===== src/common/icache_pkg.sv =====
`default_nettype none

package icache_pkg;

    localparam int ADDR_BITS   = 32;
    localparam int WORD_BITS   = 32;
    localparam int NUM_WAYS    = 2;
    localparam int NUM_SETS    = 64;
    localparam int LINE_WORDS  = 4;
    localparam int OFFSET_BITS = 4;     // 16-byte lines
    localparam int INDEX_BITS  = 6;     // 64 sets
    localparam int TAG_BITS    = ADDR_BITS - INDEX_BITS - OFFSET_BITS;
    localparam int EXC_BITS    = 7;

    typedef logic [ADDR_BITS-1:0]            addr_t;
    typedef logic [WORD_BITS-1:0]            word_t;
    typedef logic [LINE_WORDS*WORD_BITS-1:0] line_t;
    typedef logic [TAG_BITS-1:0]             tag_t;
    typedef logic [INDEX_BITS-1:0]           index_t;
    typedef logic [NUM_WAYS-1:0]             way_vec_t;
    typedef logic [EXC_BITS-1:0]             exc_t;

    // burst length field, beats minus one
    localparam logic [7:0] BURST_LINE = 8'(LINE_WORDS - 1);
    localparam logic [7:0] BURST_WORD = 8'd0;

    localparam exc_t EXC_NONE = 7'd0;
    localparam exc_t EXC_ADEF = 7'd8;   // fetch address error

    typedef enum logic [2:0] {
        IDLE,
        LOOKUP,
        MISS_REQ,
        REFILL,
        UNC_REQ,
        UNC_WAIT,
        RESPOND
    } ctrl_state_t;

endpackage

`default_nettype wire


===== src/common/fill_if.sv =====
`default_nettype none

interface fill_if import icache_pkg::*; ();

    way_vec_t fill_we;      // one bit per way, line written this cycle
    index_t   fill_index;
    tag_t     fill_tag;
    line_t    fill_line;    // assembled by the refill buffer

    modport ctrl (
        output fill_we,
        output fill_index,
        output fill_tag
    );

    modport src (
        output fill_line
    );

    modport array (
        input fill_we,
        input fill_index,
        input fill_tag,
        input fill_line
    );

endinterface

`default_nettype wire


===== src/icache/tagv_array.sv =====
`default_nettype none

module tagv_array import icache_pkg::*; (
    input  logic     clk,
    input  logic     rst_n,
    input  index_t   rd_index,
    input  tag_t     cmp_tag,      // registered physical tag
    fill_if.array    fill,
    output way_vec_t hit,
    output logic     cache_hit
);

    tag_t                tag_mem [NUM_WAYS][NUM_SETS];
    logic [NUM_SETS-1:0] valid_bits [NUM_WAYS];
    tag_t                tag_q [NUM_WAYS];
    way_vec_t            valid_q;

    // tag storage and read port
    always_ff @(posedge clk) begin
        for (int w = 0; w < NUM_WAYS; w++) begin
            if (fill.fill_we[w]) begin
                tag_mem[w][fill.fill_index] <= fill.fill_tag;
            end
            tag_q[w] <= tag_mem[w][rd_index];
        end
    end

    // valid bits, cleared on reset
    always_ff @(posedge clk or negedge rst_n) begin
        if (!rst_n) begin
            for (int w = 0; w < NUM_WAYS; w++) begin
                valid_bits[w] <= '0;
            end
            valid_q <= '0;
        end else begin
            for (int w = 0; w < NUM_WAYS; w++) begin
                if (fill.fill_we[w]) begin
                    valid_bits[w][fill.fill_index] <= 1'b1;
                end
                valid_q[w] <= valid_bits[w][rd_index];
            end
        end
    end

    always_comb begin
        for (int w = 0; w < NUM_WAYS; w++) begin
            hit[w] = valid_q[w] && (tag_q[w] == cmp_tag);
        end
    end

    assign cache_hit = |hit;

endmodule

`default_nettype wire


===== src/flat_wrapper.sv =====
// flat-port wrapper written by rule: the top's interface ports become plain ports
module tagv_array_flat import icache_pkg::*;
  (clk, rst_n, rd_index, cmp_tag, hit, cache_hit, fill_fill_we, fill_fill_index, fill_fill_tag, fill_fill_line);
  fill_if fill_i ();
  input  logic clk;
  input  logic rst_n;
  input  index_t rd_index;
  input  tag_t cmp_tag;
  output way_vec_t hit;
  output logic cache_hit;
  input wire logic [$bits(fill_i.fill_we)-1:0] fill_fill_we;
  input wire logic [$bits(fill_i.fill_index)-1:0] fill_fill_index;
  input wire logic [$bits(fill_i.fill_tag)-1:0] fill_fill_tag;
  input wire logic [$bits(fill_i.fill_line)-1:0] fill_fill_line;
  assign fill_i.fill_we = fill_fill_we;
  assign fill_i.fill_index = fill_fill_index;
  assign fill_i.fill_tag = fill_fill_tag;
  assign fill_i.fill_line = fill_fill_line;
  tagv_array u_core (.clk(clk), .rst_n(rst_n), .rd_index(rd_index), .cmp_tag(cmp_tag), .fill(fill_i), .hit(hit), .cache_hit(cache_hit));
endmodule

===== config.mk =====
export PLATFORM = sky130hd
export DESIGN_NAME = tagv_array_flat
export DESIGN_NICKNAME = d
export VERILOG_FILES = /design/src/common/icache_pkg.sv /design/src/common/fill_if.sv /design/src/icache/tagv_array.sv /design/src/flat_wrapper.sv
export SDC_FILE = /design/constraint.sdc
export NUM_CORES = 2
export LEC_CHECK = 0
export BUFFER_PORTS_ARGS = -buffer_cell sky130_fd_sc_hd__buf_2
export CORE_MARGIN = 1
export CORE_UTILIZATION = 62
export DETAILED_ROUTE_END_ITERATION = 12
export PLACE_DENSITY = 0.79
export SYNTH_ARGS = -nofsm -noshare
export SYNTH_HDL_FRONTEND = slang
export SYNTH_SLANG_ARGS = --single-unit

===== constraint.sdc =====
create_clock -name clk -period 2.3 [get_ports clk]
set_input_delay 0.575 -clock clk [delete_from_list [all_inputs] [get_ports clk]]
set_output_delay 0.575 -clock clk [all_outputs]
set_load 0.005 [all_outputs]

==> impl_metrics.json <==
{
  "core-area_mm2": 0.1811,
  "ys_types": 52,
  "synth_fp_nets": 5299,
  "maxSlewHeadroom_pct": 31.77,
  "r2r-end": "u_core.tag_q[0][11]",
  "synth_commonest_cells": "edfxtp_1 (2,816), mux4_2 (733), nor2_1 (189), o22ai_1 (166), dfrtp_1 (130)",
  "preCtsSetupSlack_ns": -0.9978,
  "clkTransAtPathRegs_ns": 0.07,
  "multi_input_area_mm2": 0.02385,
  "worst_hold_slack_ns": 0.04826,
  "vdd.ir_drop.worst_v": 0.0007438,
  "synth_top_cell_by_area": "edfxtp_1",
  "postRouteAntennaNets": 0,
  "avgSynthCellArea_um2": 22.19,
  "nets": 6157,
  "crit_arrival_ns": 2.64,
  "status": "finished, violations left",
  "gp_congestion": 0.8922,
  "grt_pass1_vias": 62560,
  "via_count": 61800,
  "clockBufferDepth": 4,
  "post-synth-top-count-cell": "edfxtp_1",
  "routed_wirelength_mm": 326.5,
  "critical_path_class": "register to output port",
  "hp-class": "input port to register",
  "r2r-start": "u_core.tag_mem[0][429]",
  "maxSlewViolCount": 0,
  "die_x_um": 429.7,
  "synthArstFlopShare_pct": 4.348,
  "cts_tree": "done",
  "critical_path_required_ns": 1.73,
  "netlist_top_cells_area": "edfxtp_1 (75%), mux4_2 (15%), dfrtp_1 (2.9%)",
  "min_to": "u_core.tag_mem[0][2447]",
  "first_iter_violations": 9351,
  "synth_seq_cells": 2990,
  "cts_root_buffer": "clkbuf_16",
  "seq_area_mm2": 0.08871,
  "grt_max_degree": 129,
  "grt_usage_pct": 35.72,
  "routed_via_density": 7.207,
  "drive_gt1_share_pct": 36.52,
  "period_share_pct": 139.6,
  "initial_core_util_pct": 62.61,
  "h-tree-depth": 5,
  "max_cap_violations": 0,
  "num_io_pins": 191,
  "drc": 0,
  "yosysWarnings": 0,
  "area_growth_pct": 18.66,
  "fmax_mhz": 311.5,
  "violations": "negative setup slack",
  "clock_sinks": 2990,
  "clock_latency_ns": 0.96,
  "detailed_place_hpwl_mm": 191.0,
  "gr-total-overflow": 0,
  "period_minus_slack_ns": 3.210,
  "synthCells": 5111,
  "reg2reg_depth": 5,
  "portBuffers": 62,
  "antenna_found_initial": 17,
  "seq_area_frac_synth_pct": 78.21,
  "wl_per_cell_um": 38.08,
  "worstMarginPinSlew_ns": 1.014,
  "setup_viol_count_final": 3,
  "die_area_mm2": 0.1846,
  "rsz0062_at_grt": "true",
  "die_h_um": 429.7,
  "r2r_slack_ns": 0.10,
  "hp-start": "fill_fill_tag[5]",
  "cts_inserted_buffers": 302,
  "synth_ff_type": "edfxtp_1",
  "worstHoldPathCells": 1,
  "fill_cells": 8978,
  "synth-edff-count": 2816,
  "critPathMaxFanout": 2,
  "finClkSkew_ns": 0.06746,
  "finalHoldViolations": 0,
  "layout_setup_ws_ns": -0.9102,
  "cellPowerDensity_mw_per_mm2": 872.1,
  "rows": 156,
  "p_leak_nw": 44.26,
  "grt_pass1_wl_mm": 459.0,
  "end_kind": "output port",
  "cp-start-kind": "register",
  "synth_top_cell_area_share_pct": 74.57,
  "syn_area_mm2": 0.1134,
  "first_pass_iters": 6
}
report_power, final:
| part | total, mW | internal, mW | switching [mW] |
|---|---|---|---|
| Sequential | 61.0 | 60.4 | 0.574 |
| Combinational | 7.75 | 3.25 | 4.49 |
| Clock | 48.6 | 28.3 | 20.4 |
| Total | 117 | 91.9 | 25.4 |
per-layer routing:
metal  vias to the layer above  track usage [%]  wire (um)
met5                         -                0         26
met4                         4            22.26      23490
met3                      1058            8.288      40240
met2                      5516            56.11     156600
met1                     31990            45.82     106200
li1                      23230                -          -
placed cells by master (no fill, tap or decap), types with 39 or more instances in the layout:
master | netlist | layout
or2_2 | 117 | 116
nor3_1 | 41 | 39
clkinv_2 | 0 | 43
clkbuf_1 | 85 | 63
buf_4 | 51 | 528
nand3_1 | 42 | 40
edfxtp_1 | 2816 | 2816
o221ai_1 | 40 | 40
buf_12 | 0 | 259
nand2_1 | 112 | 112
clkbuf_16 | 0 | 311
nor2_2 | 0 | 100
a21oi_1 | 43 | 43
mux2i_1 | 78 | 78
clkinv_1 | 0 | 58
o22ai_1 | 166 | 164
mux4_2 | 733 | 733
nor2_1 | 189 | 61
dfrtp_1 | 130 | 130
cell families (layout without fill, tap and decap cells):
| logic type | after synthesis | count (layout) | synth area share [%] |
|---|---|---|---|
| mux | 833 | 833 | 15.46 |
| other cells | 0 | 14 | 0 |
| buf+inv | 281 | 1361 | 1.268 |
| xor+xnor | 44 | 44 | 0.3398 |
| flops | 2990 | 2990 | 78.21 |
| compound gates | 369 | 369 | 2.171 |
| simple gates | 594 | 594 | 2.543 |
critical path, stage by stage (launching register included):
cell and delay, ns:
dfxtp_2 0.32, xor2_1 0.16, nor4_2 0.31, buf_4 0.21, nand4_1 0.11, nor3_2 0.18
buf_4 0.19, or2_4 0.13, buf_6 0.09
final cells by class:
type,count,area share (%)
Inverter,5,0.01581
Multi-Input combinational cell,1840,17.72
Timing Repair Buffer,830,7.009
Clock buffer,384,6.062
Clock inverter,142,1.042
Sequential cell,2990,65.92
Antenna cell,14,0.02604
Tap cell,2370,2.204
how the worst max path moves through the flow:
| stage | startpoint | end | slack (ns) | cells past startpoint |
|---|---|---|---|---|
| final | u_core.tag_q[0][26] | cache_hit | -0.91 | 8 |
| after global routing | u_core.tag_q[0][26] | cache_hit | -0.99 | 8 |
| after CTS | u_core.tag_q[0][26] | cache_hit | -0.95 | 8 |
| after detailed placement | rd_index[0] | u_core.tag_q[0][25] | -1.0 | 7 |
| after global placement | rd_index[0] | u_core.tag_q[0][25] | -0.97 | 7 |
| after floorplan | fill_fill_index[3] | u_core.tag_mem[0][704] | -0.35 | 3 |
what timing repair did:
item,CTS,global route
hold buffers,5,0
buffers inserted,0,0
setup endpoints to repair,7,7
pin swaps,1,1
resized for setup,18,7
hold endpoints to repair,74,0
registers in the layout, summed over array words and instances, names as in the netlist:
name and cells:
u_core.tag_mem 2816, u_core.valid_bits 128, u_core.tag_q 44, u_core.valid_q 2
through the flow:
| step | TNS (ns) | power [mW] | cells | util [%] | instance area (um^2) |
|---|---|---|---|---|---|
| 2_1_floorplan | -640.28 | 65.32 | 5111 | - | 113800 |
| 3_5_place_dp | -30.51 | 69.38 | 8030 | 68.90 | 124800 |
| 4_1_cts | -2.577 | 117.3 | 8561 | 74.25 | 134500 |
| 3_3_place_gp | -27.50 | 69.09 | 8030 | 68.90 | 124800 |
| 6_report | -2.514 | 117.4 | 8575 | 74.29 | 134600 |
| 5_1_grt | -2.693 | 119.6 | 8569 | 74.28 | 134500 |
Power figures use the tool's default switching activity.
