### src/common/icache_pkg.sv
`default_nettype none

package icache_pkg;

    localparam int ADDR_BITS   = 32;
    localparam int WORD_BITS   = 32;
    localparam int NUM_WAYS    = 2;
    localparam int NUM_SETS    = 64;
    localparam int LINE_WORDS  = 4;
    localparam int OFFSET_BITS = 4;     // 16-byte lines
    localparam int INDEX_BITS  = 6;     // 64 sets
    localparam int TAG_BITS    = ADDR_BITS - INDEX_BITS - OFFSET_BITS;
    localparam int EXC_BITS    = 7;

    typedef logic [ADDR_BITS-1:0]            addr_t;
    typedef logic [WORD_BITS-1:0]            word_t;
    typedef logic [LINE_WORDS*WORD_BITS-1:0] line_t;
    typedef logic [TAG_BITS-1:0]             tag_t;
    typedef logic [INDEX_BITS-1:0]           index_t;
    typedef logic [NUM_WAYS-1:0]             way_vec_t;
    typedef logic [EXC_BITS-1:0]             exc_t;

    // burst length field, beats minus one
    localparam logic [7:0] BURST_LINE = 8'(LINE_WORDS - 1);
    localparam logic [7:0] BURST_WORD = 8'd0;

    localparam exc_t EXC_NONE = 7'd0;
    localparam exc_t EXC_ADEF = 7'd8;   // fetch address error

    typedef enum logic [2:0] {
        IDLE,
        LOOKUP,
        MISS_REQ,
        REFILL,
        UNC_REQ,
        UNC_WAIT,
        RESPOND
    } ctrl_state_t;

endpackage

`default_nettype wire

### src/common/fill_if.sv
`default_nettype none

interface fill_if import icache_pkg::*; ();

    way_vec_t fill_we;      // one bit per way, line written this cycle
    index_t   fill_index;
    tag_t     fill_tag;
    line_t    fill_line;    // assembled by the refill buffer

    modport ctrl (
        output fill_we,
        output fill_index,
        output fill_tag
    );

    modport src (
        output fill_line
    );

    modport array (
        input fill_we,
        input fill_index,
        input fill_tag,
        input fill_line
    );

endinterface

`default_nettype wire

### src/icache/refill_buffer.sv
`default_nettype none

module refill_buffer import icache_pkg::*; (
    input  logic  clk,
    input  logic  rst_n,
    input  logic  ret_valid,
    input  logic  ret_last,
    input  word_t r_data_mem,
    fill_if.src   fill,
    output word_t first_word,
    output logic  fill_done
);

    logic [$clog2(LINE_WORDS)-1:0] beat_cnt;
    logic                          done_q;
    line_t                         line_q;

    always_ff @(posedge clk or negedge rst_n) begin
        if (!rst_n) begin
            beat_cnt <= '0;
            done_q   <= 1'b0;
        end else begin
            done_q <= ret_valid && ret_last;    // one pulse after final beat
            if (ret_valid) begin
                beat_cnt <= ret_last ? '0 : beat_cnt + 1'b1;
            end
        end
    end

    // beats land in order of return
    always_ff @(posedge clk) begin
        if (ret_valid) begin
            line_q[beat_cnt*WORD_BITS +: WORD_BITS] <= r_data_mem;
        end
    end

    assign fill.fill_line = line_q;
    assign first_word     = line_q[WORD_BITS-1:0];  // uncached result
    assign fill_done      = done_q;

endmodule

`default_nettype wire

### src/flat_wrapper.sv
// flat-port wrapper written by rule: the top's interface ports become plain ports
module refill_buffer_flat import icache_pkg::*;
  (clk, rst_n, ret_valid, ret_last, r_data_mem, first_word, fill_done, fill_fill_line);
  fill_if fill_i ();
  input  logic clk;
  input  logic rst_n;
  input  logic ret_valid;
  input  logic ret_last;
  input  word_t r_data_mem;
  output word_t first_word;
  output logic fill_done;
  output wire logic [$bits(fill_i.fill_line)-1:0] fill_fill_line;
  assign fill_fill_line = fill_i.fill_line;
  refill_buffer u_core (.clk(clk), .rst_n(rst_n), .ret_valid(ret_valid), .ret_last(ret_last), .r_data_mem(r_data_mem), .fill(fill_i), .first_word(first_word), .fill_done(fill_done));
endmodule
### config.mk
export PLATFORM = sky130hd
export DESIGN_NAME = refill_buffer_flat
export DESIGN_NICKNAME = d
export VERILOG_FILES = /design/src/common/icache_pkg.sv /design/src/common/fill_if.sv /design/src/icache/refill_buffer.sv /design/src/flat_wrapper.sv
export SDC_FILE = /design/constraint.sdc
export NUM_CORES = 1
export LEC_CHECK = 0
export BUFFER_PORTS_ARGS = -buffer_cell sky130_fd_sc_hd__buf_2
export CORE_MARGIN = 2
export CORE_UTILIZATION = 49
export CTS_CLUSTER_DIAMETER = 120
export CTS_CLUSTER_SIZE = 30
export DETAILED_ROUTE_END_ITERATION = 16
export GPL_TIMING_DRIVEN = 0
export MAX_ROUTING_LAYER = met4
export PLACE_DENSITY = 0.8
export SYNTH_ARGS = -nofsm -noshare
export SYNTH_HDL_FRONTEND = slang
export SYNTH_SLANG_ARGS = --single-unit
### constraint.sdc
create_clock -name clk -period 2.4 [get_ports clk]
set_input_delay 0.12 -clock clk [delete_from_list [all_inputs] [get_ports clk]]
set_output_delay 0.12 -clock clk [all_outputs]
set_load 0.02 [all_outputs]
==> results <==
- The flow ran to the end, and the final reports show no timing, DRC or antenna violations.
- The count of vias placed by the detailed router is about 3500.
- The deepest clock path buffer count is 2.
- The average vias per placed instance is 4.73.
- The fraction of registers with async set/reset is 0.0229.
- The share of the clock period used by the worst path after layout is 0.941.
- The maximum clock rate is 0.443 GHz.
- The final layout contains routed wiring with a total length of roughly 12000 um.
- The sequential cell fraction of total power is 0.456.
- The number of ports placed on the die boundary is approximately 200.
- The reg-to-reg critical path endpoint is u_core.fill.fill_line[51]$_DFFE_PP_.
- The count of port buffers added during placement is around 200.
- The area inside the core boundary is 10400 um2.
- Cell internal power was estimated by the tool at roughly 0.0044 W.
- The critical path startpoint is u_core.beat_cnt[0]$_DFFE_PN0P_.
- The number of levels in the clock H-tree is 4.
- The number of detailed-routing iterations run before antenna repair is 4.
- The power per cell area is between 800 and 900 nW/um2.
- After detailed routing, the number of remaining DRC violations is 0.
- The average size of a mapped cell is between 15 and 20 um2.
- Max-cap violations in this run came to 0.
- Final hold analysis gives a worst-case slack of around 380 ps.
- For this run, the number of Yosys warnings is 0.
- The clock insertion delay at the later pin of the skew report is around 520 ps.
- The number of synthesized register bits is about 130.
- The clock period could shrink to about 2300 ps.
- The count of inserted antenna diode cells is 0.
- The dominant register cell in the synthesized netlist is edfxtp_1.
- The initial utilization of the core area, before any placement, comes to 0.509.
- The class of the most critical setup path is reg2reg.
- The count of endpoints failing hold in the final timing report was 0.
- In this run the worst hold path is classified as in2reg.
- Data on the critical path arrives at its endpoint at ~2500 ps.
- The max-slew violation total from the final report came to 0.
- The row count is 37.
- The overall overflow remaining after global route is 0.
- Along the worst path, the maximum fanout reaches 10.
- The pin count of the biggest net entering global routing is 33.
- The worst slew slack as a fraction of its limit is 0.388.
- After detailed placement, the total cell area comes to 6430 um2.
- The cell depth of the worst min-delay path is 3.
- The netlist area before placement is ~5300 um2.
- edfxtp_1 takes more of the synthesized area than any other cell.
- CTS saw ~130 sinks.
- When the netlist entered floorplanning its net count stood at roughly 370.
- The estimated wirelength of the detail-placed design is ~8000 um.
- The number of global-route vias before repair is 3476.
- After synthesis, the cell types taking the most area are edfxtp_1 (73%), and2_1 (13%), buf_4 (4.8%), and2_2 (2.3%), dfrtp_1 (1.4%).
- The cell sitting at the root of the clock tree is a clkbuf_8.
- The setup-violating endpoint count in the final report is 0.
- The design area is 7380 um2.
- The kind of launch point of the worst setup path is a register.
- Yosys instantiated no cell more often than edfxtp_1.
- The share of the synthesized area in the top cell type is 0.728.
- Traced cell by cell, the critical path runs through buf_4, inv_1, ha_1, and3b_2, clkbuf_2, clkbuf_2, and2_1.
- The worst min-delay path startpoint is ret_last.
- The slew of the pin with the lowest slew margin is slightly above 900 ps.
- The worst stage delay on the critical path is about 450 ps.
- The routability congestion estimate from global placement is ~0.80.
- Clock skew on the completed layout was measured at between 10 and 15 ps.
- After synthesis, the most frequently instantiated cells are edfxtp_1 (128), and2_1 (106), buf_4 (34).
- In this run the register-to-register setup slack is roughly 140 ps.
- Summed over all cells, the static leakage comes to between 3 and 4 nW.
- The switching share of power is 0.262.
- The clock transition at the registers of the reported paths is 60 ps.
- Summed over all failing endpoints, the final setup total negative slack is 0 ps.
- In this run the power spent charging and discharging nets is about 0.0016 W.
- The floorplan step defined a die boundary enclosing 11600 um2.
- The chip height is approximately 110 um.
- The part of the Yosys area used for sequential elements is 0.743.
- The number of distinct library cells after synthesis is 26.
- The filler cells instantiated in the layout total between 600 and 700.
- The average wire length per cell after detail routing is about 17 um.
- The proportion of power drawn by combinational gates is 0.154.
- The global router's overall resource usage is 0.223.
- VDD sags by at most between 300 and 400 uV.
- The number of clock buffers added by TritonCTS is 17.
- For this block, the initial DRC count from the detailed router was 105.
- In the final design database the tool counted 623 nets.
- Measured in cells, the most critical reg-to-reg path has a length of 7.
- The first global-routing pass estimated 18200 um of wire.
- In this design, the critical path's most frequently occurring cell is clkbuf_2.
- The width of the die is 108 um.
- In this run the critical register-to-register path is launched from u_core.beat_cnt[0]$_DFFE_PN0P_.
- The worst hold path terminates at u_core.fill_done$_DFF_PN0_.
- TritonCTS built the clock tree.
- Setup repair after global routing left no endpoint under its margin.
- In the final layout, the share of cells above drive strength 1 is 0.501.
- From synthesis to final layout, the design area changed by 39.9%.
- Synthesis produced 328 cells.
- The worst setup path is captured at a register.
- At the worst endpoint, the required time is 2660 ps.
- The detail route stage leaves a number of antenna-violating nets equal to 0.
- The share of total power dissipated in the clock network is 0.390.
- The largest individual stage delay along the critical path comes from the cell ha_1.
- The number of synthesized flops with an enable pin is approximately 130.
- The initial antenna violation count is 0.
critical path: cells and delay by family (launching register included):
family	cells	cell delay, ps
buffers and inverters	4	720
AND/OR/NAND/NOR	2	460
adder cells (fa/ha/maj)	1	450
flip-flops	1	380
cell usage in the layout (no fill, tap or decap), types with 3 or more instances in the layout:
| cell | Yosys | final |
|---|---|---|
| buf_4 | 34 | 35 |
| buf_2 | 0 | 196 |
| clkbuf_2 | 3 | 8 |
| edfxtp_1 | 128 | 128 |
| and2_2 | 16 | 20 |
| clkbuf_16 | 0 | 16 |
| and3_1 | 8 | 8 |
| ha_1 | 5 | 5 |
| clkinv_2 | 0 | 4 |
| inv_6 | 0 | 3 |
| clkinvlp_4 | 0 | 3 |
| dlygate4sd3_1 | 0 | 37 |
| dfrtp_1 | 3 | 3 |
| and2_1 | 106 | 102 |
what timing repair did:
action	CTS	global route
setup buffers	0	2
gates resized for setup	0	10
setup endpoints to repair	0	40
hold endpoints to repair	132	0
hold buffers	37	0
cell type report:
cell class	count	area [um2]	area share
inverters	2	7.51	0.00102
multi-input cells	151	1040	0.142
repair buffers	235	1380	0.187
well taps	136	170	0.0230
flip-flops and latches	131	3920	0.531
clock buffers	17	414	0.0561
clock inverters	15	131	0.0178
plain buffers	44	318	0.0430
cells by family (layout without fill, tap and decap cells):
| group | count (synthesis) | in the layout | share of synthesized area |
|---|---|---|---|
| AND/OR/NAND/NOR | 144 | 144 | 0.183 |
| flip-flops | 131 | 131 | 0.743 |
| buffers and inverters | 46 | 313 | 0.0605 |
| adder cells (fa/ha/maj) | 5 | 5 | 0.0119 |
| AO/OA/AOI/OAI | 2 | 2 | 0.00213 |
metal layers:
metal  vias up  GRT usage  share of wire
li1       1622          -              -
met1      1665      0.264           0.41
met2       151      0.360           0.52
met3        19     0.0527          0.058
met4         0      0.113          0.020
met5         -          -              0
how the worst max path moves through the flow:
stage / cells past startpoint / endpoint
2_1_floorplan: 5 / u_core.fill.fill_line[0]$_DFFE_PP_
3_3_place_gp: 5 / u_core.fill.fill_line[27]$_DFFE_PP_
3_5_place_dp: 6 / u_core.fill.fill_line[112]$_DFFE_PP_
4_1_cts: 6 / u_core.fill.fill_line[112]$_DFFE_PP_
5_1_grt: 7 / u_core.fill.fill_line[51]$_DFFE_PP_
6_report: 7 / u_core.fill.fill_line[51]$_DFFE_PP_
power by group through the flow:
stage	Sequential (W)	Clock [W]	Combinational, W
after global routing	0.00274	0.00248	0.000999
after detailed placement	0.00278	0	0.000872
after floorplan	0.00292	0	0.000405
final	0.00273	0.00234	0.000925
after global placement	0.00278	0	0.000851
after CTS	0.00273	0.00237	0.000922
stage by stage:
stage / instances / setup slack, ps / utilization / power (W)
after floorplan: 328 / 232 / - / 0.00333
after global placement: 660 / -298 / 0.620 / 0.00363
after detailed placement: 660 / 60.3 / 0.620 / 0.00365
after CTS: 729 / 37.9 / 0.709 / 0.00603
after global routing: 731 / 31.4 / 0.712 / 0.00622
final: 731 / 142 / 0.712 / 0.00600
state kept, by name, indices dropped and copies added, names as in the netlist:
register and count:
u_core.beat_cnt 2, u_core.fill.fill_line 128, u_core.fill_done 1
Note: power is estimated with default switching activity, not from simulation.
