**config.mk**
```make
export PLATFORM = sky130hd
export DESIGN_NAME = icache_ctrl_flat
export DESIGN_NICKNAME = d
export VERILOG_FILES = /design/src/common/icache_pkg.sv /design/src/common/fill_if.sv /design/src/icache/icache_ctrl.sv /design/src/flat_wrapper.sv
export SDC_FILE = /design/constraint.sdc
export NUM_CORES = 1
export LEC_CHECK = 0
export BUFFER_PORTS_ARGS = -buffer_cell sky130_fd_sc_hd__buf_2
export CAP_MARGIN = 15
export CELL_PAD_IN_SITES_DETAIL_PLACEMENT = 2
export CELL_PAD_IN_SITES_GLOBAL_PLACEMENT = 2
export CORE_ASPECT_RATIO = 1.4
export CORE_MARGIN = 2
export CORE_UTILIZATION = 13
export DETAILED_ROUTE_END_ITERATION = 7
export GPL_ROUTABILITY_DRIVEN = 0
export PLACE_DENSITY_LB_ADDON = 0.1
export SYNTH_ARGS = -nofsm -noshare
export SYNTH_HDL_FRONTEND = slang
export SYNTH_SLANG_ARGS = --single-unit
```
**constraint.sdc**
```tcl
create_clock -name clk -period 1.75 [get_ports clk]
set_clock_uncertainty 0.2 [all_clocks]
set_input_delay 0.175 -clock clk [delete_from_list [all_inputs] [get_ports clk]]
set_output_delay 0.175 -clock clk [all_outputs]
set_load 0.005 [all_outputs]
```
**src/common/icache_pkg.sv**
```systemverilog
`default_nettype none

package icache_pkg;

    localparam int ADDR_BITS   = 32;
    localparam int WORD_BITS   = 32;
    localparam int NUM_WAYS    = 2;
    localparam int NUM_SETS    = 64;
    localparam int LINE_WORDS  = 4;
    localparam int OFFSET_BITS = 4;     // 16-byte lines
    localparam int INDEX_BITS  = 6;     // 64 sets
    localparam int TAG_BITS    = ADDR_BITS - INDEX_BITS - OFFSET_BITS;
    localparam int EXC_BITS    = 7;

    typedef logic [ADDR_BITS-1:0]            addr_t;
    typedef logic [WORD_BITS-1:0]            word_t;
    typedef logic [LINE_WORDS*WORD_BITS-1:0] line_t;
    typedef logic [TAG_BITS-1:0]             tag_t;
    typedef logic [INDEX_BITS-1:0]           index_t;
    typedef logic [NUM_WAYS-1:0]             way_vec_t;
    typedef logic [EXC_BITS-1:0]             exc_t;

    // burst length field, beats minus one
    localparam logic [7:0] BURST_LINE = 8'(LINE_WORDS - 1);
    localparam logic [7:0] BURST_WORD = 8'd0;

    localparam exc_t EXC_NONE = 7'd0;
    localparam exc_t EXC_ADEF = 7'd8;   // fetch address error

    typedef enum logic [2:0] {
        IDLE,
        LOOKUP,
        MISS_REQ,
        REFILL,
        UNC_REQ,
        UNC_WAIT,
        RESPOND
    } ctrl_state_t;

endpackage

`default_nettype wire

```
**src/common/fill_if.sv**
```systemverilog
`default_nettype none

interface fill_if import icache_pkg::*; ();

    way_vec_t fill_we;      // one bit per way, line written this cycle
    index_t   fill_index;
    tag_t     fill_tag;
    line_t    fill_line;    // assembled by the refill buffer

    modport ctrl (
        output fill_we,
        output fill_index,
        output fill_tag
    );

    modport src (
        output fill_line
    );

    modport array (
        input fill_we,
        input fill_index,
        input fill_tag,
        input fill_line
    );

endinterface

`default_nettype wire

```
**src/icache/icache_ctrl.sv**
```systemverilog
`default_nettype none

module icache_ctrl import icache_pkg::*; (
    input  logic       clk,
    input  logic       rst_n,
    input  logic       valid,
    input  logic       stage_valid,     // lookup stage holds a live request
    input  logic       cache_hit,
    input  logic       uncache_q,
    input  logic       exc_hit,
    input  addr_t      req_addr,
    input  way_vec_t   hit,
    input  way_vec_t   victim,
    input  logic       r_rdy,
    input  logic       fill_done,
    fill_if.ctrl       fill,
    output logic       req_we,
    output logic       rdata_sel,
    output logic       lru_touch,
    output way_vec_t   touch_way,
    output logic       data_valid_raw,
    output logic       cache_ready,
    output logic       r_req,
    output logic       r_data_ready,
    output logic [7:0] r_length
);

    ctrl_state_t state;
    ctrl_state_t state_nxt;
    way_vec_t    victim_q;
    logic        lookup_empty;
    logic        lookup_hit;
    logic        lookup_miss;
    logic        refill_end;

    assign lookup_empty = (state == LOOKUP) && !stage_valid;
    assign lookup_hit   = (state == LOOKUP) && stage_valid && !exc_hit && !uncache_q && cache_hit;
    assign lookup_miss  = (state == LOOKUP) && stage_valid && !exc_hit && !uncache_q && !cache_hit;
    assign refill_end   = (state == REFILL) && fill_done;

    always_ff @(posedge clk or negedge rst_n) begin
        if (!rst_n) begin
            state    <= IDLE;
            victim_q <= '0;
        end else begin
            state <= state_nxt;
            if (lookup_miss) begin
                victim_q <= victim;     // way to replace for this miss
            end
        end
    end

    always_comb begin
        state_nxt = state;
        case (state)
            IDLE: begin
                if (valid) begin
                    state_nxt = LOOKUP;
                end
            end
            LOOKUP: begin
                if (lookup_empty || lookup_hit) begin
                    state_nxt = valid ? LOOKUP : IDLE;  // keep pipelining
                end else if (exc_hit) begin
                    state_nxt = RESPOND;
                end else if (uncache_q) begin
                    state_nxt = UNC_REQ;
                end else begin
                    state_nxt = MISS_REQ;
                end
            end
            MISS_REQ: begin
                if (r_rdy) begin
                    state_nxt = REFILL;
                end
            end
            REFILL: begin
                if (fill_done) begin
                    state_nxt = IDLE;
                end
            end
            UNC_REQ: begin
                if (r_rdy) begin
                    state_nxt = UNC_WAIT;
                end
            end
            UNC_WAIT: begin
                if (fill_done) begin
                    state_nxt = IDLE;
                end
            end
            RESPOND:  state_nxt = IDLE;
            default:  state_nxt = IDLE;
        endcase
    end

    // new requests only while the lookup stage can retire this cycle
    assign cache_ready = (state == IDLE) || lookup_empty || lookup_hit;
    assign req_we      = cache_ready;

    assign data_valid_raw = lookup_hit || (state == RESPOND) || refill_end ||
                            ((state == UNC_WAIT) && fill_done);
    assign rdata_sel      = (state == REFILL) || (state == UNC_WAIT);

    assign lru_touch = lookup_hit || refill_end;
    assign touch_way = refill_end ? victim_q : hit;

    assign r_req        = (state == MISS_REQ) || (state == UNC_REQ);
    assign r_data_ready = (state == REFILL) || (state == UNC_WAIT);
    assign r_length     = (state == MISS_REQ) ? BURST_LINE : BURST_WORD;

    assign fill.fill_we    = refill_end ? victim_q : '0;
    assign fill.fill_index = req_addr[OFFSET_BITS +: INDEX_BITS];
    assign fill.fill_tag   = req_addr[ADDR_BITS-1 -: TAG_BITS];

endmodule

`default_nettype wire

```
**src/flat_wrapper.sv**
```systemverilog
// flat-port wrapper written by rule: the top's interface ports become plain ports
module icache_ctrl_flat import icache_pkg::*;
  (clk, rst_n, valid, stage_valid, cache_hit, uncache_q, exc_hit, req_addr, hit, victim, r_rdy, fill_done, req_we, rdata_sel, lru_touch, touch_way, data_valid_raw, cache_ready, r_req, r_data_ready, r_length, fill_fill_we, fill_fill_index, fill_fill_tag);
  fill_if fill_i ();
  input  logic clk;
  input  logic rst_n;
  input  logic valid;
  input  logic stage_valid;
  input  logic cache_hit;
  input  logic uncache_q;
  input  logic exc_hit;
  input  addr_t req_addr;
  input  way_vec_t hit;
  input  way_vec_t victim;
  input  logic r_rdy;
  input  logic fill_done;
  output logic req_we;
  output logic rdata_sel;
  output logic lru_touch;
  output way_vec_t touch_way;
  output logic data_valid_raw;
  output logic cache_ready;
  output logic r_req;
  output logic r_data_ready;
  output logic [7:0] r_length;
  output wire logic [$bits(fill_i.fill_we)-1:0] fill_fill_we;
  output wire logic [$bits(fill_i.fill_index)-1:0] fill_fill_index;
  output wire logic [$bits(fill_i.fill_tag)-1:0] fill_fill_tag;
  assign fill_fill_we = fill_i.fill_we;
  assign fill_fill_index = fill_i.fill_index;
  assign fill_fill_tag = fill_i.fill_tag;
  icache_ctrl u_core (.clk(clk), .rst_n(rst_n), .valid(valid), .stage_valid(stage_valid), .cache_hit(cache_hit), .uncache_q(uncache_q), .exc_hit(exc_hit), .req_addr(req_addr), .hit(hit), .victim(victim), .r_rdy(r_rdy), .fill_done(fill_done), .fill(fill_i), .req_we(req_we), .rdata_sel(rdata_sel), .lru_touch(lru_touch), .touch_way(touch_way), .data_valid_raw(data_valid_raw), .cache_ready(cache_ready), .r_req(r_req), .r_data_ready(r_data_ready), .r_length(r_length));
endmodule
```
==> metrics <==
ranking of synthesized cells by area buf_4 (40%), dfrtp_1 (18%), nor2b_1 (5.3%); Core ar. 5197 sq um; sequential-to-total area share from yosys stat 17.79%; outcome finished, violations left; first-pass GRT wire length 2842 um; class of the worst hold path input pin to register; data required time at the worst endpoint 1370 ps; min setup slack post-route -3.670 ps; failing checks setup timing; Worst path max stage delay 410 ps; largest net degree at the start of global routing 10; Power per Cell Area 1161 nW/um^2; DPL Wire Length 1478 um; vias in the first global route 608; Worst Setup Path Type register to primary output; die area 6021 sq um; final setup fails 2; violation count after the first detailed-routing iteration 3; crit-path cells nand2b_4 > nor2_4 > mux2_4 > buf_6; FF+latch count, synth 5; setup TNS -5.653 ps; CP Launch Type register; DR pass1 iterations 2; GRT Total Usage 6.036%; setup repair after global routing missed its margin true; Clock Latency Late Sink 220 ps; via density per instance 3.452; Clock Tree Buf Depth 2; clk slew on worst S/H paths 30 ps; antenna viol nets, final 0; synthesized area per cell 8.082 sq um; Residual DRC 0; CTS H-Tree Depth 1; leakage power 0.4179 nW; share of cells above drive strength 1 51.65%; DIE HEIGHT 91.02 um; final net count 137; critical path's slowest cell dfrtp_1; endpoint arrival time on the critical path 1380 ps; Max VDD drop 292.1 uV; R2R Setup Slk 150 ps; YS warnings 0; Root Driver clkbuf_8; initial core utilization 13.53%; worst hold stages 3; share of Yosys cell area claimed by the top area cell type 39.50%; GRT overflow 0; Synth cell types 26; Top Ports 92; initial antenna violation count 0; CTS Sinks 5; WL final 1731 um; # diodes 0; row count 31; WL per Instance 11.03 um; Syn Inst Count 87; worst setup slack after placement 93.75 ps; max cap viols 0; Fmax 0.5702 GHz; CTS tree built; die width 66.16 um; leading area contributor after synthesis buf_4; port bufs 25; final core occ 15.58%; Final Hold Fails 0; Area growth, synth to finish 15.12%; Mapped Area 703.2 sq um; max-slew violation count 0; layout filler cell count 637; Tcrit/Tclk final 100.2%; cell area after layout 809.5 sq um; Reg2Reg Depth 4; fin crit period 1754 ps; Post-Place Cell Area 669.4 sq um; vias post-DR 542; CTS Buf Count 3; largest fanout on the critical path 5; CP Capture Type primary output
## stage by stage
step / hold slack, ps / power, mW / cells
floorplan: -320.6 / 0.5632 / 92
global placement: -202.1 / 0.6579 / 148
detailed placement: -198.5 / 0.6652 / 148
CTS: 11.78 / 0.9207 / 155
global route: 43.07 / 1.032 / 157
finish: 8.243 / 0.9402 / 157
## kinds of logic after synthesis
group	after synthesis	synth area share [%]
buf+inv	40	42.35
other cells	1	0.5333
compound gates	8	7.295
mux	4	7.473
simple gates	29	24.56
flops	5	17.79
## worst paths after layout
check / start / to
worst max-delay path: u_core.state[2]$_DFFE_PN0P_ / touch_way[0]
worst min-delay path: valid / u_core.state[0]$_DFFE_PN0P_
worst max register to register: u_core.state[2]$_DFFE_PN0P_ / u_core.victim_q[0]$_DFFE_PN0P_
worst min register to register: u_core.victim_q[0]$_DFFE_PN0P_ / u_core.victim_q[0]$_DFFE_PN0P_
max in group asynchronous: rst_n / u_core.state[1]$_DFFE_PN0P_
min in group asynchronous: rst_n / u_core.victim_q[1]$_DFFE_PN0P_
## report_power, final
group	total [mW]	switching, mW	internal, mW
combinational	0.521	0.239	0.282
sequential	0.211	0.0478	0.163
clock	0.208	0.0522	0.156
## repair_timing
| action | CTS | global route |
|---|---|---|
| hold buffers | 3 | 0 |
| gates resized for setup | 8 | 4 |
| hold endpoints to repair | 7 | 0 |
| buffers inserted | 0 | 2 |
| endpoints found under the setup margin | 6 | 7 |
| pin swaps | 3 | 0 |
## cell type report
type | count | area [sq um] | area share (%)
multi-input cells | 47 | 331.6 | 40.96
repair buffers | 35 | 224.0 | 27.67
flip-flops and latches | 5 | 126.4 | 15.61
well taps | 66 | 82.58 | 10.20
clock buffers | 4 | 45.04 | 5.564
## layout by cell type (no fill, tap or decap), types with 2 or more instances in the layout
| cell type | count |
|---|---|
| buf_2 | 23 |
| nor2_1 | 6 |
| nand2_1 | 6 |
| conb_1 | 6 |
| buf_4 | 6 |
| nor2b_1 | 4 |
| mux2_4 | 4 |
| dfrtp_1 | 4 |
| clkbuf_8 | 3 |
| dlygate4sd3_1 | 3 |
| buf_6 | 3 |
| and2_1 | 2 |
| a21oi_1 | 2 |
## registers in the layout, indices dropped and copies added (netlist names)
name and cells:
u_core.state 3, u_core.victim_q 2
## synthesized netlist by cell type
cell and number:
a221oi_1 1, nor2_2 1, buf_6 1, clkbuf_1 1, o21ai_1 1, a21oi_1 2
buf_4 37, buf_2 1, nor3_1 1, mux2_2 2, nand2_1 6, a311oi_1 1
mux2_4 2, and4bb_4 1, and2_1 2, or3_1 1, conb_1 1, dfrtp_1 5
nand3b_4 1, o22ai_1 1, o21ai_0 1, nor2b_1 6, nand2b_1 2, nor3b_1 1
a21o_1 1, nor2_1 7
## worst max-delay path, delay by kind of cell, from the launching register on
kind                   cells  cell delay, ps
DFF                        1             410
muxes                      1             320
and+or+nand+nor            2             320
buffers and inverters      1             110
## metal layers
metal,share of wire (%),global-route usage (%),vias up
met2,51,10.25,30
met4,0.81,2.551,0
met3,11,2.230,8
met5,0,0,-
met1,38,6.556,258
li1,-,-,246
Note: power is estimated with default switching activity, not from simulation.
