**src/common/icache_pkg.sv**
```systemverilog
`default_nettype none

package icache_pkg;

    localparam int ADDR_BITS   = 32;
    localparam int WORD_BITS   = 32;
    localparam int NUM_WAYS    = 2;
    localparam int NUM_SETS    = 64;
    localparam int LINE_WORDS  = 4;
    localparam int OFFSET_BITS = 4;     // 16-byte lines
    localparam int INDEX_BITS  = 6;     // 64 sets
    localparam int TAG_BITS    = ADDR_BITS - INDEX_BITS - OFFSET_BITS;
    localparam int EXC_BITS    = 7;

    typedef logic [ADDR_BITS-1:0]            addr_t;
    typedef logic [WORD_BITS-1:0]            word_t;
    typedef logic [LINE_WORDS*WORD_BITS-1:0] line_t;
    typedef logic [TAG_BITS-1:0]             tag_t;
    typedef logic [INDEX_BITS-1:0]           index_t;
    typedef logic [NUM_WAYS-1:0]             way_vec_t;
    typedef logic [EXC_BITS-1:0]             exc_t;

    // burst length field, beats minus one
    localparam logic [7:0] BURST_LINE = 8'(LINE_WORDS - 1);
    localparam logic [7:0] BURST_WORD = 8'd0;

    localparam exc_t EXC_NONE = 7'd0;
    localparam exc_t EXC_ADEF = 7'd8;   // fetch address error

    typedef enum logic [2:0] {
        IDLE,
        LOOKUP,
        MISS_REQ,
        REFILL,
        UNC_REQ,
        UNC_WAIT,
        RESPOND
    } ctrl_state_t;

endpackage

`default_nettype wire

```
**src/icache/lru_table.sv**
```systemverilog
`default_nettype none

module lru_table import icache_pkg::*; (
    input  logic     clk,
    input  logic     rst_n,
    input  logic     touch,
    input  index_t   touch_index,
    input  index_t   victim_index,
    input  way_vec_t touch_way,
    output way_vec_t victim
);

    // bit set means way 1 is least recently used
    logic [NUM_SETS-1:0] lru_bits;

    always_ff @(posedge clk or negedge rst_n) begin
        if (!rst_n) begin
            lru_bits <= '0;
        end else if (touch) begin
            lru_bits[touch_index] <= (touch_way == 2'b01);  // other way becomes lru
        end
    end

    assign victim = lru_bits[victim_index] ? 2'b10 : 2'b01;

endmodule

`default_nettype wire

```
**config.mk**
```make
export PLATFORM = sky130hd
export DESIGN_NAME = lru_table
export DESIGN_NICKNAME = d
export VERILOG_FILES = /design/src/common/icache_pkg.sv /design/src/icache/lru_table.sv
export SDC_FILE = /design/constraint.sdc
export NUM_CORES = 1
export LEC_CHECK = 0
export BUFFER_PORTS_ARGS = -buffer_cell sky130_fd_sc_hd__buf_2
export CORE_MARGIN = 5
export CORE_UTILIZATION = 49
export DETAILED_ROUTE_END_ITERATION = 12
export PLACE_DENSITY_LB_ADDON = 0.05
export SYNTH_ARGS = -nofsm -noshare
export SYNTH_HDL_FRONTEND = slang
export SYNTH_SLANG_ARGS = --single-unit
```
**constraint.sdc**
```tcl
create_clock -name clk -period 2.14 [get_ports clk]
set_input_delay 0.321 -clock clk [delete_from_list [all_inputs] [get_ports clk]]
set_output_delay 0.321 -clock clk [all_outputs]
set_load 0.01 [all_outputs]
```
==> results.tsv, run 1 <==
stage	metric	value	unit
route	drt_iter0_drc	228	
run_status	status	finished, violations left	
clock_network	cts_root_buffer	clkbuf_8	
cells_and_area	fin_nets	363	
yosys	syn_inst	318	
setup_path	crit_fanout	2	
floorplanning	core	0.00672	mm2
power	intPower	0.00239	W
global_routing	grtUsageTotal	0.208	
yosys	ys_warn_count	0	
timing	period_share	1.14	
route	detail-route-antenna-nets	0	
cells_and_area	fill_cells	584	
power	leakagePower	1.66	nW
cells_and_area	drive_above_1_share	0.228	
clock_network	clock-sinks	64	
yosys	yosysMostFrequentCell	dfrtp_1	
route	dr_wl_met2	3.78	mm
yosys	yosys.area.top_type_share	0.481	
yosys	synth_area_per_cell	10.5	um2
min_path	hp-class	input port to register	
timing	grt_setup_unrepaired	yes	
cells_and_area	areaGrowthSynthToFinish	16.3	%
timing	max-slew-margin-rel	0.608	
route	met1Wirelength	3.84	mm
route	wl_per_cell	18.7	um
timing	maxSlewViolCount	0	
yosys	synth_fp_nets	335	
clock_network	cts_inserted_buffers	9	
place	port_buffers	18	
floorplanning	start_util	0.495	
clock_network	cts_buffer_depth	2	
yosys	async_flop_share	1.00	
cells_and_area	final_cells	431	
run_status	violations	negative setup slack	
floorplanning	pin_count	19	
global_routing	grt_overflow	0	
floorplanning	row_count	30	
power	p_per_area	809	mW/mm2
timing	final-setup-viol-count	2	
clock_network	cts_tree	built	
global_routing	antenna_found_initial	0	
timing	clock_skew	0	ns
floorplanning	die_x	92.4	um
power	clockPowerShare	0.449	
power	vdd_drop_max	0.683	mV
setup_path	required	1.82	ns
place	gp_congestion	0.848	
clock_network	cts.reportedPaths.clkPinSlew	0.08	ns
global_routing	grt_pass1_wl	13.5	mm
route	vias_per_cell	5.89	
yosys	ys_seq_area_frac	0.481	
yosys	synth_area_leaders	dfrtp_1 48%, o31ai_1 9.0%, o21ai_0 8.9%	
floorplanning	die_y	92.4	um
setup_path	arrival	2.11	ns
power	seq_power_share	0.432	
place	place_inst	412	
route	met3_length	346	um
floorplanning	die_area	0.00854	mm2
yosys	synth_cell_types	38	
global_routing	grt_pass1_vias	2542	
power	combPwrFrac	0.119	
route	firstDrtPassIters	5	
route	highest_layer	met4	
place	dp_hpwl	5.68	mm
flow_run	max-cap-violations	0	
yosys	synth_area	0.00333	mm2
yosys	synth-edff-count	0	
clock_network	insertion_delay	0.34	ns
timing	period_minus_slack	2.43	ns
setup_path	crit_type	register to primary output	
timing	tightest_slew	0.589	ns
power	swShare	0.235	
power	p_switching	0.000737	W
cells_and_area	top_regs	lru_bits (64)	
global_routing	grt_max_degree	59	
yosys	ys_seq_elements	64	
cells_and_area	num_antenna_cells	0	
cells_and_area	largest_register	lru_bits	
clock_network	htree_levels	3	
setup_path	worstSetupEndpointType	primary output	
timing	setup_slack	-0.294	ns
cells_and_area	largest_register_ff_count	64	
timing	fmax	411	MHz
timing	hold_viol_final	0	
yosys	yosys-top-cells-count	64 x dfrtp_1, 59 x o21ai_0, 51 x nand2_1	
timing	hold_ws	0.411	ns
yosys	ys.flop_type	dfrtp_1	
setup_path	critPathLaunchType	register	
route	totalWireLength	8.08	mm
route	num_vias	2537	
route	drc_errors	0	
yosys	synth_top_area_cell	dfrtp_1	
power groups by stage:
stage / logic [W] / clock network, W / registers (W)
final: 0.000372 / 0.00141 / 0.00135
after global routing: 0.000419 / 0.00148 / 0.00136
after CTS: 0.000372 / 0.00142 / 0.00135
after detailed placement: 0.000365 / 0 / 0.00138
after global placement: 0.000357 / 0 / 0.00138
after floorplan: 0.000243 / 0 / 0.00135
per-stage QoR:
step | cell area (um2) | setup TNS (ns) | setup slack [ns] | utilization | power (W)
after floorplan | 3330 | 0 | 0.0491 | - | 0.00160
after global placement | 3570 | -0.333 | -0.167 | 0.532 | 0.00173
after detailed placement | 3570 | -0.410 | -0.214 | 0.532 | 0.00174
after CTS | 3850 | -0.558 | -0.300 | 0.573 | 0.00314
after global routing | 3870 | -0.768 | -0.398 | 0.576 | 0.00326
final | 3870 | -0.562 | -0.294 | 0.576 | 0.00313
worst max-delay path, stage by stage, from the launching register on:
cell and delay [ns]:
dfrtp_1 0.40, mux4_2 0.45, mux2_4 0.28, nor2_2 0.10, a211oi_2 0.06, o32a_1 0.34, buf_2 0.14
metal layers:
| metal | up-vias | track usage |
|---|---|---|
| met5 | - | 0 |
| met4 | 0 | 0.0743 |
| met3 | 10 | 0.0422 |
| met2 | 39 | 0.317 |
| met1 | 1239 | 0.295 |
| li1 | 1249 | - |
timing repair:
action	4_1_cts	5_1_grt
hold buffers	1	0
endpoints found under the hold margin	23	0
endpoints found under the setup margin	2	2
pin swaps	0	1
buffers inserted	1	1
gates resized for setup	4	2
layout make-up:
cell class / count / area, um2 / share of cell area
sequential: 64 / 1600 / 0.414
timing repair buffer: 41 / 290 / 0.0750
inverter: 1 / 3.75 / 0.000970
tap: 80 / 100 / 0.0259
clock buffer: 11 / 141 / 0.0365
multi-input combinational: 229 / 1610 / 0.415
clock inverter: 5 / 128 / 0.0330
cells by family after synthesis:
family,Yosys count,share of synthesized area
buf+inv,25,0.0383
mux,29,0.148
compound gates,106,0.197
flops,64,0.481
simple gates,94,0.136
placed cells by master (no fill, tap or decap), drive strengths merged, types with 2 or more instances in the layout:
cell type and count:
or2 3, nand3b 3, nand2b 4, nand3 6
dfrtp 64, or3 2, nand2 51, nor2b 4
and3b 2, mux4 13, and2 2, mux2i 7
o21ai 59, nor2 9, clkbuf 11, bufinv 4
mux2 9, buf 40, nor3b 2, o31ai 40
worst paths after layout:
path,from,to,slack (ns),cells after the start
max reg2reg,lru_bits[34]$_DFFE_PN0P_,lru_bits[34]$_DFFE_PN0P_,1.34,3
max in group asynchronous,rst_n,lru_bits[59]$_DFFE_PN0P_,1.01,3
max,lru_bits[34]$_DFFE_PN0P_,victim[1],-0.29,6
min in group asynchronous,rst_n,lru_bits[46]$_DFFE_PN0P_,0.50,2
min reg2reg,lru_bits[17]$_DFFE_PN0P_,lru_bits[17]$_DFFE_PN0P_,0.48,2
min,touch_index[2],lru_bits[54]$_DFFE_PN0P_,0.41,3
(Power assumes the default switching activity.)
==> inputs of run 2 (changes only) <==
--- a/config.mk
+++ b/config.mk
@@ -5,6 +5,7 @@
 export SDC_FILE = /design/constraint.sdc
 export NUM_CORES = 1
 export LEC_CHECK = 0
+export ABC_AREA = 1
 export BUFFER_PORTS_ARGS = -buffer_cell sky130_fd_sc_hd__buf_2
 export CORE_MARGIN = 5
 export CORE_UTILIZATION = 49
==> run 2 against run 1 <==
Against the previous run:
- the flow now finishes without violations
- count of clock-buffer cells in the layout is 1 higher
- sequential power grew 18%
- via count increased by 19%
- first-iteration DRC count rose by 1.8%
- core utilization is 2.0 points lower
- register-to-register slack better by 0.06 ns
- global-route usage grew 1.0 points
==> results.tsv, run 2 <==
stage	metric	value	unit	change
power	leakagePower	1.74	nW	+4.9%
yosys	syn_inst	426		+34%
cells_and_area	fin_nets	455		+25%
min_path	hp-class	input port to register		
floorplanning	die_area	0.00876	mm2	+2.6%
route	num_vias	3017		+19%
clock_network	cts.reportedPaths.clkPinSlew	0.08	ns	about the same
yosys	ys_seq_elements	64		unchanged
yosys	synth_area	0.00343	mm2	+2.9%
timing	tightest_slew	0.831	ns	+0.243 ns
timing	maxSlewViolCount	0		unchanged
route	vias_per_cell	5.61		-4.7%
clock_network	htree_levels	3		unchanged
global_routing	grt_overflow	0		unchanged
cells_and_area	areaGrowthSynthToFinish	10.3	%	
power	combPwrFrac	0.190		+0.071
yosys	ys_warn_count	0		unchanged
floorplanning	die_y	93.6	um	+1.3%
route	wl_per_cell	16.5	um	-12%
setup_path	worstPathCellList	buf_2 > inv_1 > buf_12 > nand2_1 > nand3_1 > nand3_1 > nand2_1 > nand2_1 > nand3_1 > nand3_1 > nand2_1 > inv_1 > buf_2		
setup_path	arrival	1.56	ns	-0.55 ns
yosys	synth_fp_nets	443		+32%
cells_and_area	mostFrequentLayoutCells	86 x nand2_1, 64 x dfrtp_1, 63 x a21oi_1		
setup_path	critPathLaunchType	input port		
yosys	ys.flop_type	dfrtp_1		
place	port_buffers	18		unchanged
route	drc_errors	0		unchanged
cells_and_area	fill_cells	668		+14%
timing	finalSetupTns	0	ns	+0.562 ns
power	swShare	0.303		+0.0681
yosys	yosysMostFrequentCell	nand2_1		
floorplanning	core	0.00679	mm2	+1.1%
power	intPower	0.00226	W	-5.6%
timing	hold_viol_final	0		unchanged
yosys	synth_cell_types	17		-55%
route	highest_layer	met4		
timing	grt_setup_unrepaired	no		
route	detail-route-antenna-nets	0		unchanged
power	clockPowerShare	0.321		-0.128
cells_and_area	num_antenna_cells	0		unchanged
place	dp_hpwl	5.80	mm	+2.0%
cells_and_area	top_regs	lru_bits (64)		
timing	clock_skew	0	ns	unchanged
floorplanning	die_x	93.6	um	+1.3%
setup_path	crit_family	simple AND/OR/NAND/NOR gates		
setup_path	cp_slowest_cell	buf_12		
cells_and_area	stdcell_area	0.00378	mm2	-2.4%
yosys	ys_seq_area_frac	0.467		-0.0137
flow_run	max-cap-violations	0		unchanged
timing	period_share	0.879		-0.258
clock_network	cts_tree	built		
cells_and_area	drive_above_1_share	0.127		-0.101
global_routing	grt_max_degree	65		+10%
global_routing	antenna_found_initial	0		unchanged
place	placed_area	0.00358	mm2	+0.28%
global_routing	grt_pass1_wl	14.8	mm	+9.4%
place	gp_congestion	0.816		-3.7%
global_routing	grt_pass1_vias	2815		+11%
route	met1Wirelength	4.43	mm	+16%
setup_path	crit_buf_inv	5		+4
yosys	synth_area_per_cell	8.04	um2	-23%
yosys	synth_top_area_cell	dfrtp_1		
clock_network	insertion_delay	0.34	ns	about the same
route	totalWireLength	8.85	mm	+9.6%
yosys	async_flop_share	1.00		unchanged
timing	period_minus_slack	1.88	ns	-0.553 ns
cells_and_area	layout.area.seq	0.00160	mm2	unchanged
setup_path	max_stage_delay	0.19	ns	-0.26 ns
place	place_inst	522		+27%
clock_network	post_cts_resize_count	0		-4
cells_and_area	largest_register	lru_bits		
cells_and_area	layout_commonest_cell	nand2_1		
floorplanning	row_count	30		unchanged
timing	setup_slack	0.259	ns	+0.553 ns
cells_and_area	largest_register_ff_count	64		unchanged
cells_and_area	multiInputGateArea	0.00152	mm2	-5.7%
route	firstDrtPassIters	5		unchanged
clock_network	clock-sinks	64		unchanged
route	drt_iter0_drc	232		+1.8%
cells_and_area	final_cells	538		+25%
floorplanning	start_util	0.504		+0.00889
clock_network	cts_root_buffer	clkbuf_8		
route	met3_length	506	um	+46%
yosys	synth_area_leaders	dfrtp_1 47%, nand2_1 9.4%, a31oi_1 9.3%		
floorplanning	pin_count	19		unchanged
route	dr_wl_met2	3.74	mm	-1.1%
power	p_per_area	859	mW/mm2	+6.2%
power	vdd_drop_max	0.423	mV	-38%
power	seq_power_share	0.489		+0.057
setup_path	required	1.82	ns	about the same
run_status	status	completed		
global_routing	grtUsageTotal	0.218		+0.0102
clock_network	cts_buffer_depth	2		unchanged
timing	fmax	532	MHz	+29%
yosys	yosys.area.top_type_share	0.467		-0.0137
timing	max-slew-margin-rel	0.444		-0.164
clock_network	cts_inserted_buffers	9		unchanged
setup_path	crit_fanout	32		+30
power	p_switching	0.000985	W	+34%
yosys	yosys-top-cells-count	86 x nand2_1, 64 x dfrtp_1, 63 x a21oi_1		
yosys	synth-edff-count	0		unchanged
place	dpl_worst_slack	0.267	ns	+0.480 ns
timing	final-setup-viol-count	0		-2
setup_path	worstSetupEndpointType	primary output		
timing	hold_ws	0.293	ns	-0.118 ns
setup_path	crit_type	input port to primary output		
## run 2: cell types whose count changed after synthesis, moves of 10 or more
cell      before  now
a21oi_1        0   63
a31oi_1        0   51
buf_2          0   13
buf_4          0   10
clkbuf_1      19    7
inv_1          1   25
nand2_1       51   86
nand3_1        6   58
nor2_1         8   31
o21ai_0       59    0
o31ai_1       40    0
## run 2: power by group through the flow
stage               Clock [W]  Combinational, W  Sequential [W]
detailed placement          0          0.000617         0.00161
finish                0.00104          0.000616         0.00159
global route          0.00110          0.000717         0.00161
CTS                   0.00105          0.000619         0.00159
global placement            0          0.000601         0.00161
floorplan                   0          0.000469         0.00156
## run 2: timing repair
action	CTS	global route
setup buffers	0	0
hold buffers	1	0
hold endpoints to repair	10	0
## run 2: kinds of logic (layout without fill, tap and decap cells)
family,Yosys count,in the layout,share of synthesized area
compound gates,114,114,0.185
buf+inv,60,76,0.0902
flops,64,64,0.467
mux,1,1,0.00292
simple gates,187,187,0.254
## run 2: through the flow
step                utilization  total power (W)
floorplan                     -          0.00203
global placement          0.527          0.00221
detailed placement        0.527          0.00222
CTS                       0.556          0.00325
global route              0.556          0.00343
finish                    0.556          0.00325
## run 2: worst paths after layout
kind,startpoint,cells after the start,endpoint,slack [ns]
min in group asynchronous,rst_n,3,lru_bits[51]$_DFFE_PN0P_,0.49
min,touch_way[1],4,lru_bits[40]$_DFFE_PN0P_,0.29
max in group asynchronous,rst_n,3,lru_bits[52]$_DFFE_PN0P_,1.32
min reg2reg,lru_bits[40]$_DFFE_PN0P_,2,lru_bits[40]$_DFFE_PN0P_,0.52
max reg2reg,lru_bits[38]$_DFFE_PN0P_,2,lru_bits[38]$_DFFE_PN0P_,1.40
max,victim_index[0],13,victim[0],0.26
## run 2: routing by layer
| metal | vias to the layer above | GRT usage |
|---|---|---|
| met2 | 112 | 0.310 |
| met3 | 15 | 0.0290 |
| li1 | 1494 | - |
| met5 | - | 0 |
| met1 | 1396 | 0.333 |
| met4 | 0 | 0.0890 |
## run 2: worst reg2reg max path, cell delays in order (launching register included)
cell and delay (ns):
dfrtp_1 0.42, a21oi_1 0.13, a31oi_1 0.05
## run 2: area by class of cell
cell class | instances | share of cell area
inverter | 26 | 0.0258
multi-input combinational | 302 | 0.401
clock buffer | 12 | 0.0384
tap | 96 | 0.0318
clock inverter | 3 | 0.0113
timing repair buffer | 35 | 0.0682
sequential | 64 | 0.424
==> inputs of run 3 (changes only) <==
--- a/config.mk
+++ b/config.mk
@@ -7,8 +7,9 @@
 export LEC_CHECK = 0
 export ABC_AREA = 1
 export BUFFER_PORTS_ARGS = -buffer_cell sky130_fd_sc_hd__buf_2
-export CORE_MARGIN = 5
+export CORE_MARGIN = 4
 export CORE_UTILIZATION = 49
+export CTS_CLUSTER_DIAMETER = 40
 export DETAILED_ROUTE_END_ITERATION = 12
 export PLACE_DENSITY_LB_ADDON = 0.05
 export SYNTH_ARGS = -nofsm -noshare
==> run 3 against run 2 <==
Against the previous run:
- first-iteration DRC count is 12% higher
- core utilization is 0.98 points higher
- power is 8.2% higher
- sequential share of layout area is 0.73 points lower
- flip-flop and latch count stayed put
- combinational power hardly changed
- fmax is 2.0% higher
- highest routed layer unchanged
==> results.tsv, run 3 (synthesis results as in run 2) <==
stage	metric	value	unit	change
global_routing	met3_usage	0.0304		+0.00139
setup_path	crit_buf_inv	5		unchanged
global_routing	antenna_found_initial	0		unchanged
timing	hold_viol_final	0		unchanged
global_routing	grtUsageTotal	0.225		+0.00639
timing	fmax	542	MHz	+2.0%
timing	finalSetupTns	0	ns	unchanged
cells_and_area	layout_commonest_cell	nand2_1		
setup_path	worstSetupEndpointType	primary output		
floorplanning	core	0.00679	mm2	unchanged
global_routing	grt_max_degree	64		-1.5%
route	firstDrtPassIters	4		-1
cells_and_area	stdcell_area	0.00385	mm2	+1.8%
setup_path	critPathLaunchType	input port		
place	dp_hpwl	5.70	mm	-1.7%
setup_path	crit_fanout	32		unchanged
cells_and_area	fin_nets	455		unchanged
timing	maxSlewViolCount	0		unchanged
route	drt_iter0_drc	259		+12%
route	totalWireLength	8.79	mm	-0.70%
cells_and_area	areaGrowthSynthToFinish	12.3	%	
clock_network	cts_inserted_buffers	9		unchanged
clock_network	cts.reportedPaths.clkPinSlew	0.07	ns	about the same
global_routing	grt_pass1_wl	14.7	mm	-0.70%
floorplanning	die_y	91.6	um	-2.1%
clock_network	cts_setup_buffers	0		unchanged
cells_and_area	fill_cells	649		-2.8%
setup_path	max_stage_delay	0.19	ns	about the same
global_routing	grt_pass1_vias	2759		-2.0%
setup_path	worstPathCellList	buf_2 > inv_1 > buf_12 > nand2_1 > nand3_1 > nand3_1 > nand2_1 > nand2_1 > nand3_1 > nand3_1 > nand2_1 > inv_1 > buf_2		
floorplanning	pin_count	19		unchanged
global_routing	met1_usage	0.338		+0.00496
run_status	status	completed		
floorplanning	die_x	91.6	um	-2.1%
route	num_vias	2998		-0.63%
clock_network	cts_tree	built		
route	detail-route-antenna-nets	0		unchanged
route	wl_per_cell	16.3	um	-0.88%
place	gp_congestion	0.827		+1.4%
flow_run	max-cap-violations	0		unchanged
clock_network	cts_root_buffer	clkbuf_8		
cells_and_area	largest_register	lru_bits		
route	vias_per_cell	5.56		-0.81%
cells_and_area	num_antenna_cells	0		unchanged
place	port_buffers	18		unchanged
cells_and_area	mostFrequentLayoutCells	86 x nand2_1, 64 x dfrtp_1, 63 x a21oi_1		
min_path	hp-class	input port to register		
timing	period_share	0.862		-0.0171
setup_path	required	1.82	ns	about the same
route	drc_errors	0		unchanged
power	vdd_drop_max	0.537	mV	+27%
power	p_per_area	914	mW/mm2	+6.4%
floorplanning	start_util	0.504		unchanged
cells_and_area	drive_above_1_share	0.133		+0.00649
timing	final-setup-viol-count	0		unchanged
power	leakagePower	1.77	nW	+1.9%
setup_path	crit_family	simple AND/OR/NAND/NOR gates		
place	placed_area	0.00358	mm2	unchanged
clock_network	clock-sinks	64		unchanged
timing	clock_skew	0	ns	unchanged
setup_path	cp_slowest_cell	buf_12		
global_routing	grt_overflow	0		unchanged
floorplanning	row_count	30		unchanged
global_routing	top_usage_layer	met1		
clock_network	htree_levels	3		unchanged
timing	period_minus_slack	1.84	ns	-0.0365 ns
timing	max-slew-margin-rel	0.416		-0.0272
timing	tightest_slew	0.872	ns	+0.0406 ns
setup_path	arrival	1.52	ns	-0.04 ns
cells_and_area	final_cells	539		+0.19%
floorplanning	die_area	0.00839	mm2	-4.2%
clock_network	post_cts_resize_count	0		unchanged
place	place_inst	522		unchanged
cells_and_area	top_regs	lru_bits (64)		
clock_network	insertion_delay	0.34	ns	about the same
clock_network	cts_buffer_depth	2		unchanged
timing	grt_setup_unrepaired	no		
global_routing	grtUsageMet2	0.323		+0.0129
setup_path	crit_type	input port to primary output		
cells_and_area	largest_register_ff_count	64		unchanged
==> run 3: cell count changes in the layout (fill, tap and decap cells not counted) <==
cell       previous run  this run
clkbuf_1              2         0
clkbuf_8             10        11
bufinv_16             1         3
==> run 3: worst register-to-register path: stages (launching register included) <==
cell and delay [ns]:
dfrtp_1 0.40, a21oi_1 0.12, a31oi_1 0.05
==> run 3: metal layers <==
| metal | vias up | share of wire |
|---|---|---|
| li1 | 1496 | - |
| met1 | 1396 | 0.47 |
| met2 | 96 | 0.45 |
| met3 | 10 | 0.060 |
| met4 | 0 | 0.016 |
| met5 | - | 0 |
==> run 3: repair_timing <==
action	in CTS	in global routing
hold endpoints to repair	23	0
hold buffers	1	0
endpoints found under the setup margin	0	0
==> run 3: where the power goes <==
| part | leakage, nW | switching, W | total [W] | internal (W) |
|---|---|---|---|---|
| Sequential | 0.816 | 0.000138 | 0.00158 | 0.00145 |
| Combinational | 0.832 | 0.000361 | 0.000613 | 0.000252 |
| Clock | 0.126 | 0.000480 | 0.00132 | 0.000836 |
| Total | 1.77 | 0.000979 | 0.00351 | 0.00253 |
==> run 3: area by class of cell <==
class | count | area, um2 | share of cell area
sequential | 64 | 1600 | 0.416
clock buffer | 11 | 151 | 0.0394
tap | 96 | 120 | 0.0312
inverter | 26 | 97.6 | 0.0254
clock inverter | 5 | 103 | 0.0267
timing repair buffer | 35 | 258 | 0.0670
multi-input combinational | 302 | 1520 | 0.394
==> run 3: final timing paths <==
kind                                           from  cells past startpoint  slack [ns]                  endpoint
min in group asynchronous                     rst_n                      2        0.53  lru_bits[42]$_DFFE_PN0P_
min reg2reg                lru_bits[40]$_DFFE_PN0P_                      2        0.52  lru_bits[40]$_DFFE_PN0P_
min                                    touch_way[1]                      4        0.30  lru_bits[40]$_DFFE_PN0P_
max in group asynchronous                     rst_n                      3        0.97   lru_bits[4]$_DFFE_PN0P_
max reg2reg                lru_bits[27]$_DFFE_PN0P_                      2        1.42  lru_bits[27]$_DFFE_PN0P_
max                                 victim_index[0]                     13        0.30                 victim[0]
==> run 3: metrics by stage <==
stage                     utilization  hold WS (ns)  total power, W  setup WS [ns]
final                           0.566         0.305         0.00351          0.296
after global routing            0.566         0.328         0.00373          0.108
after CTS                       0.566         0.295         0.00354          0.291
after detailed placement        0.527         0.367         0.00222          0.321
after global placement          0.527         0.361         0.00220          0.328
after floorplan                     -        0.0254         0.00203          0.480
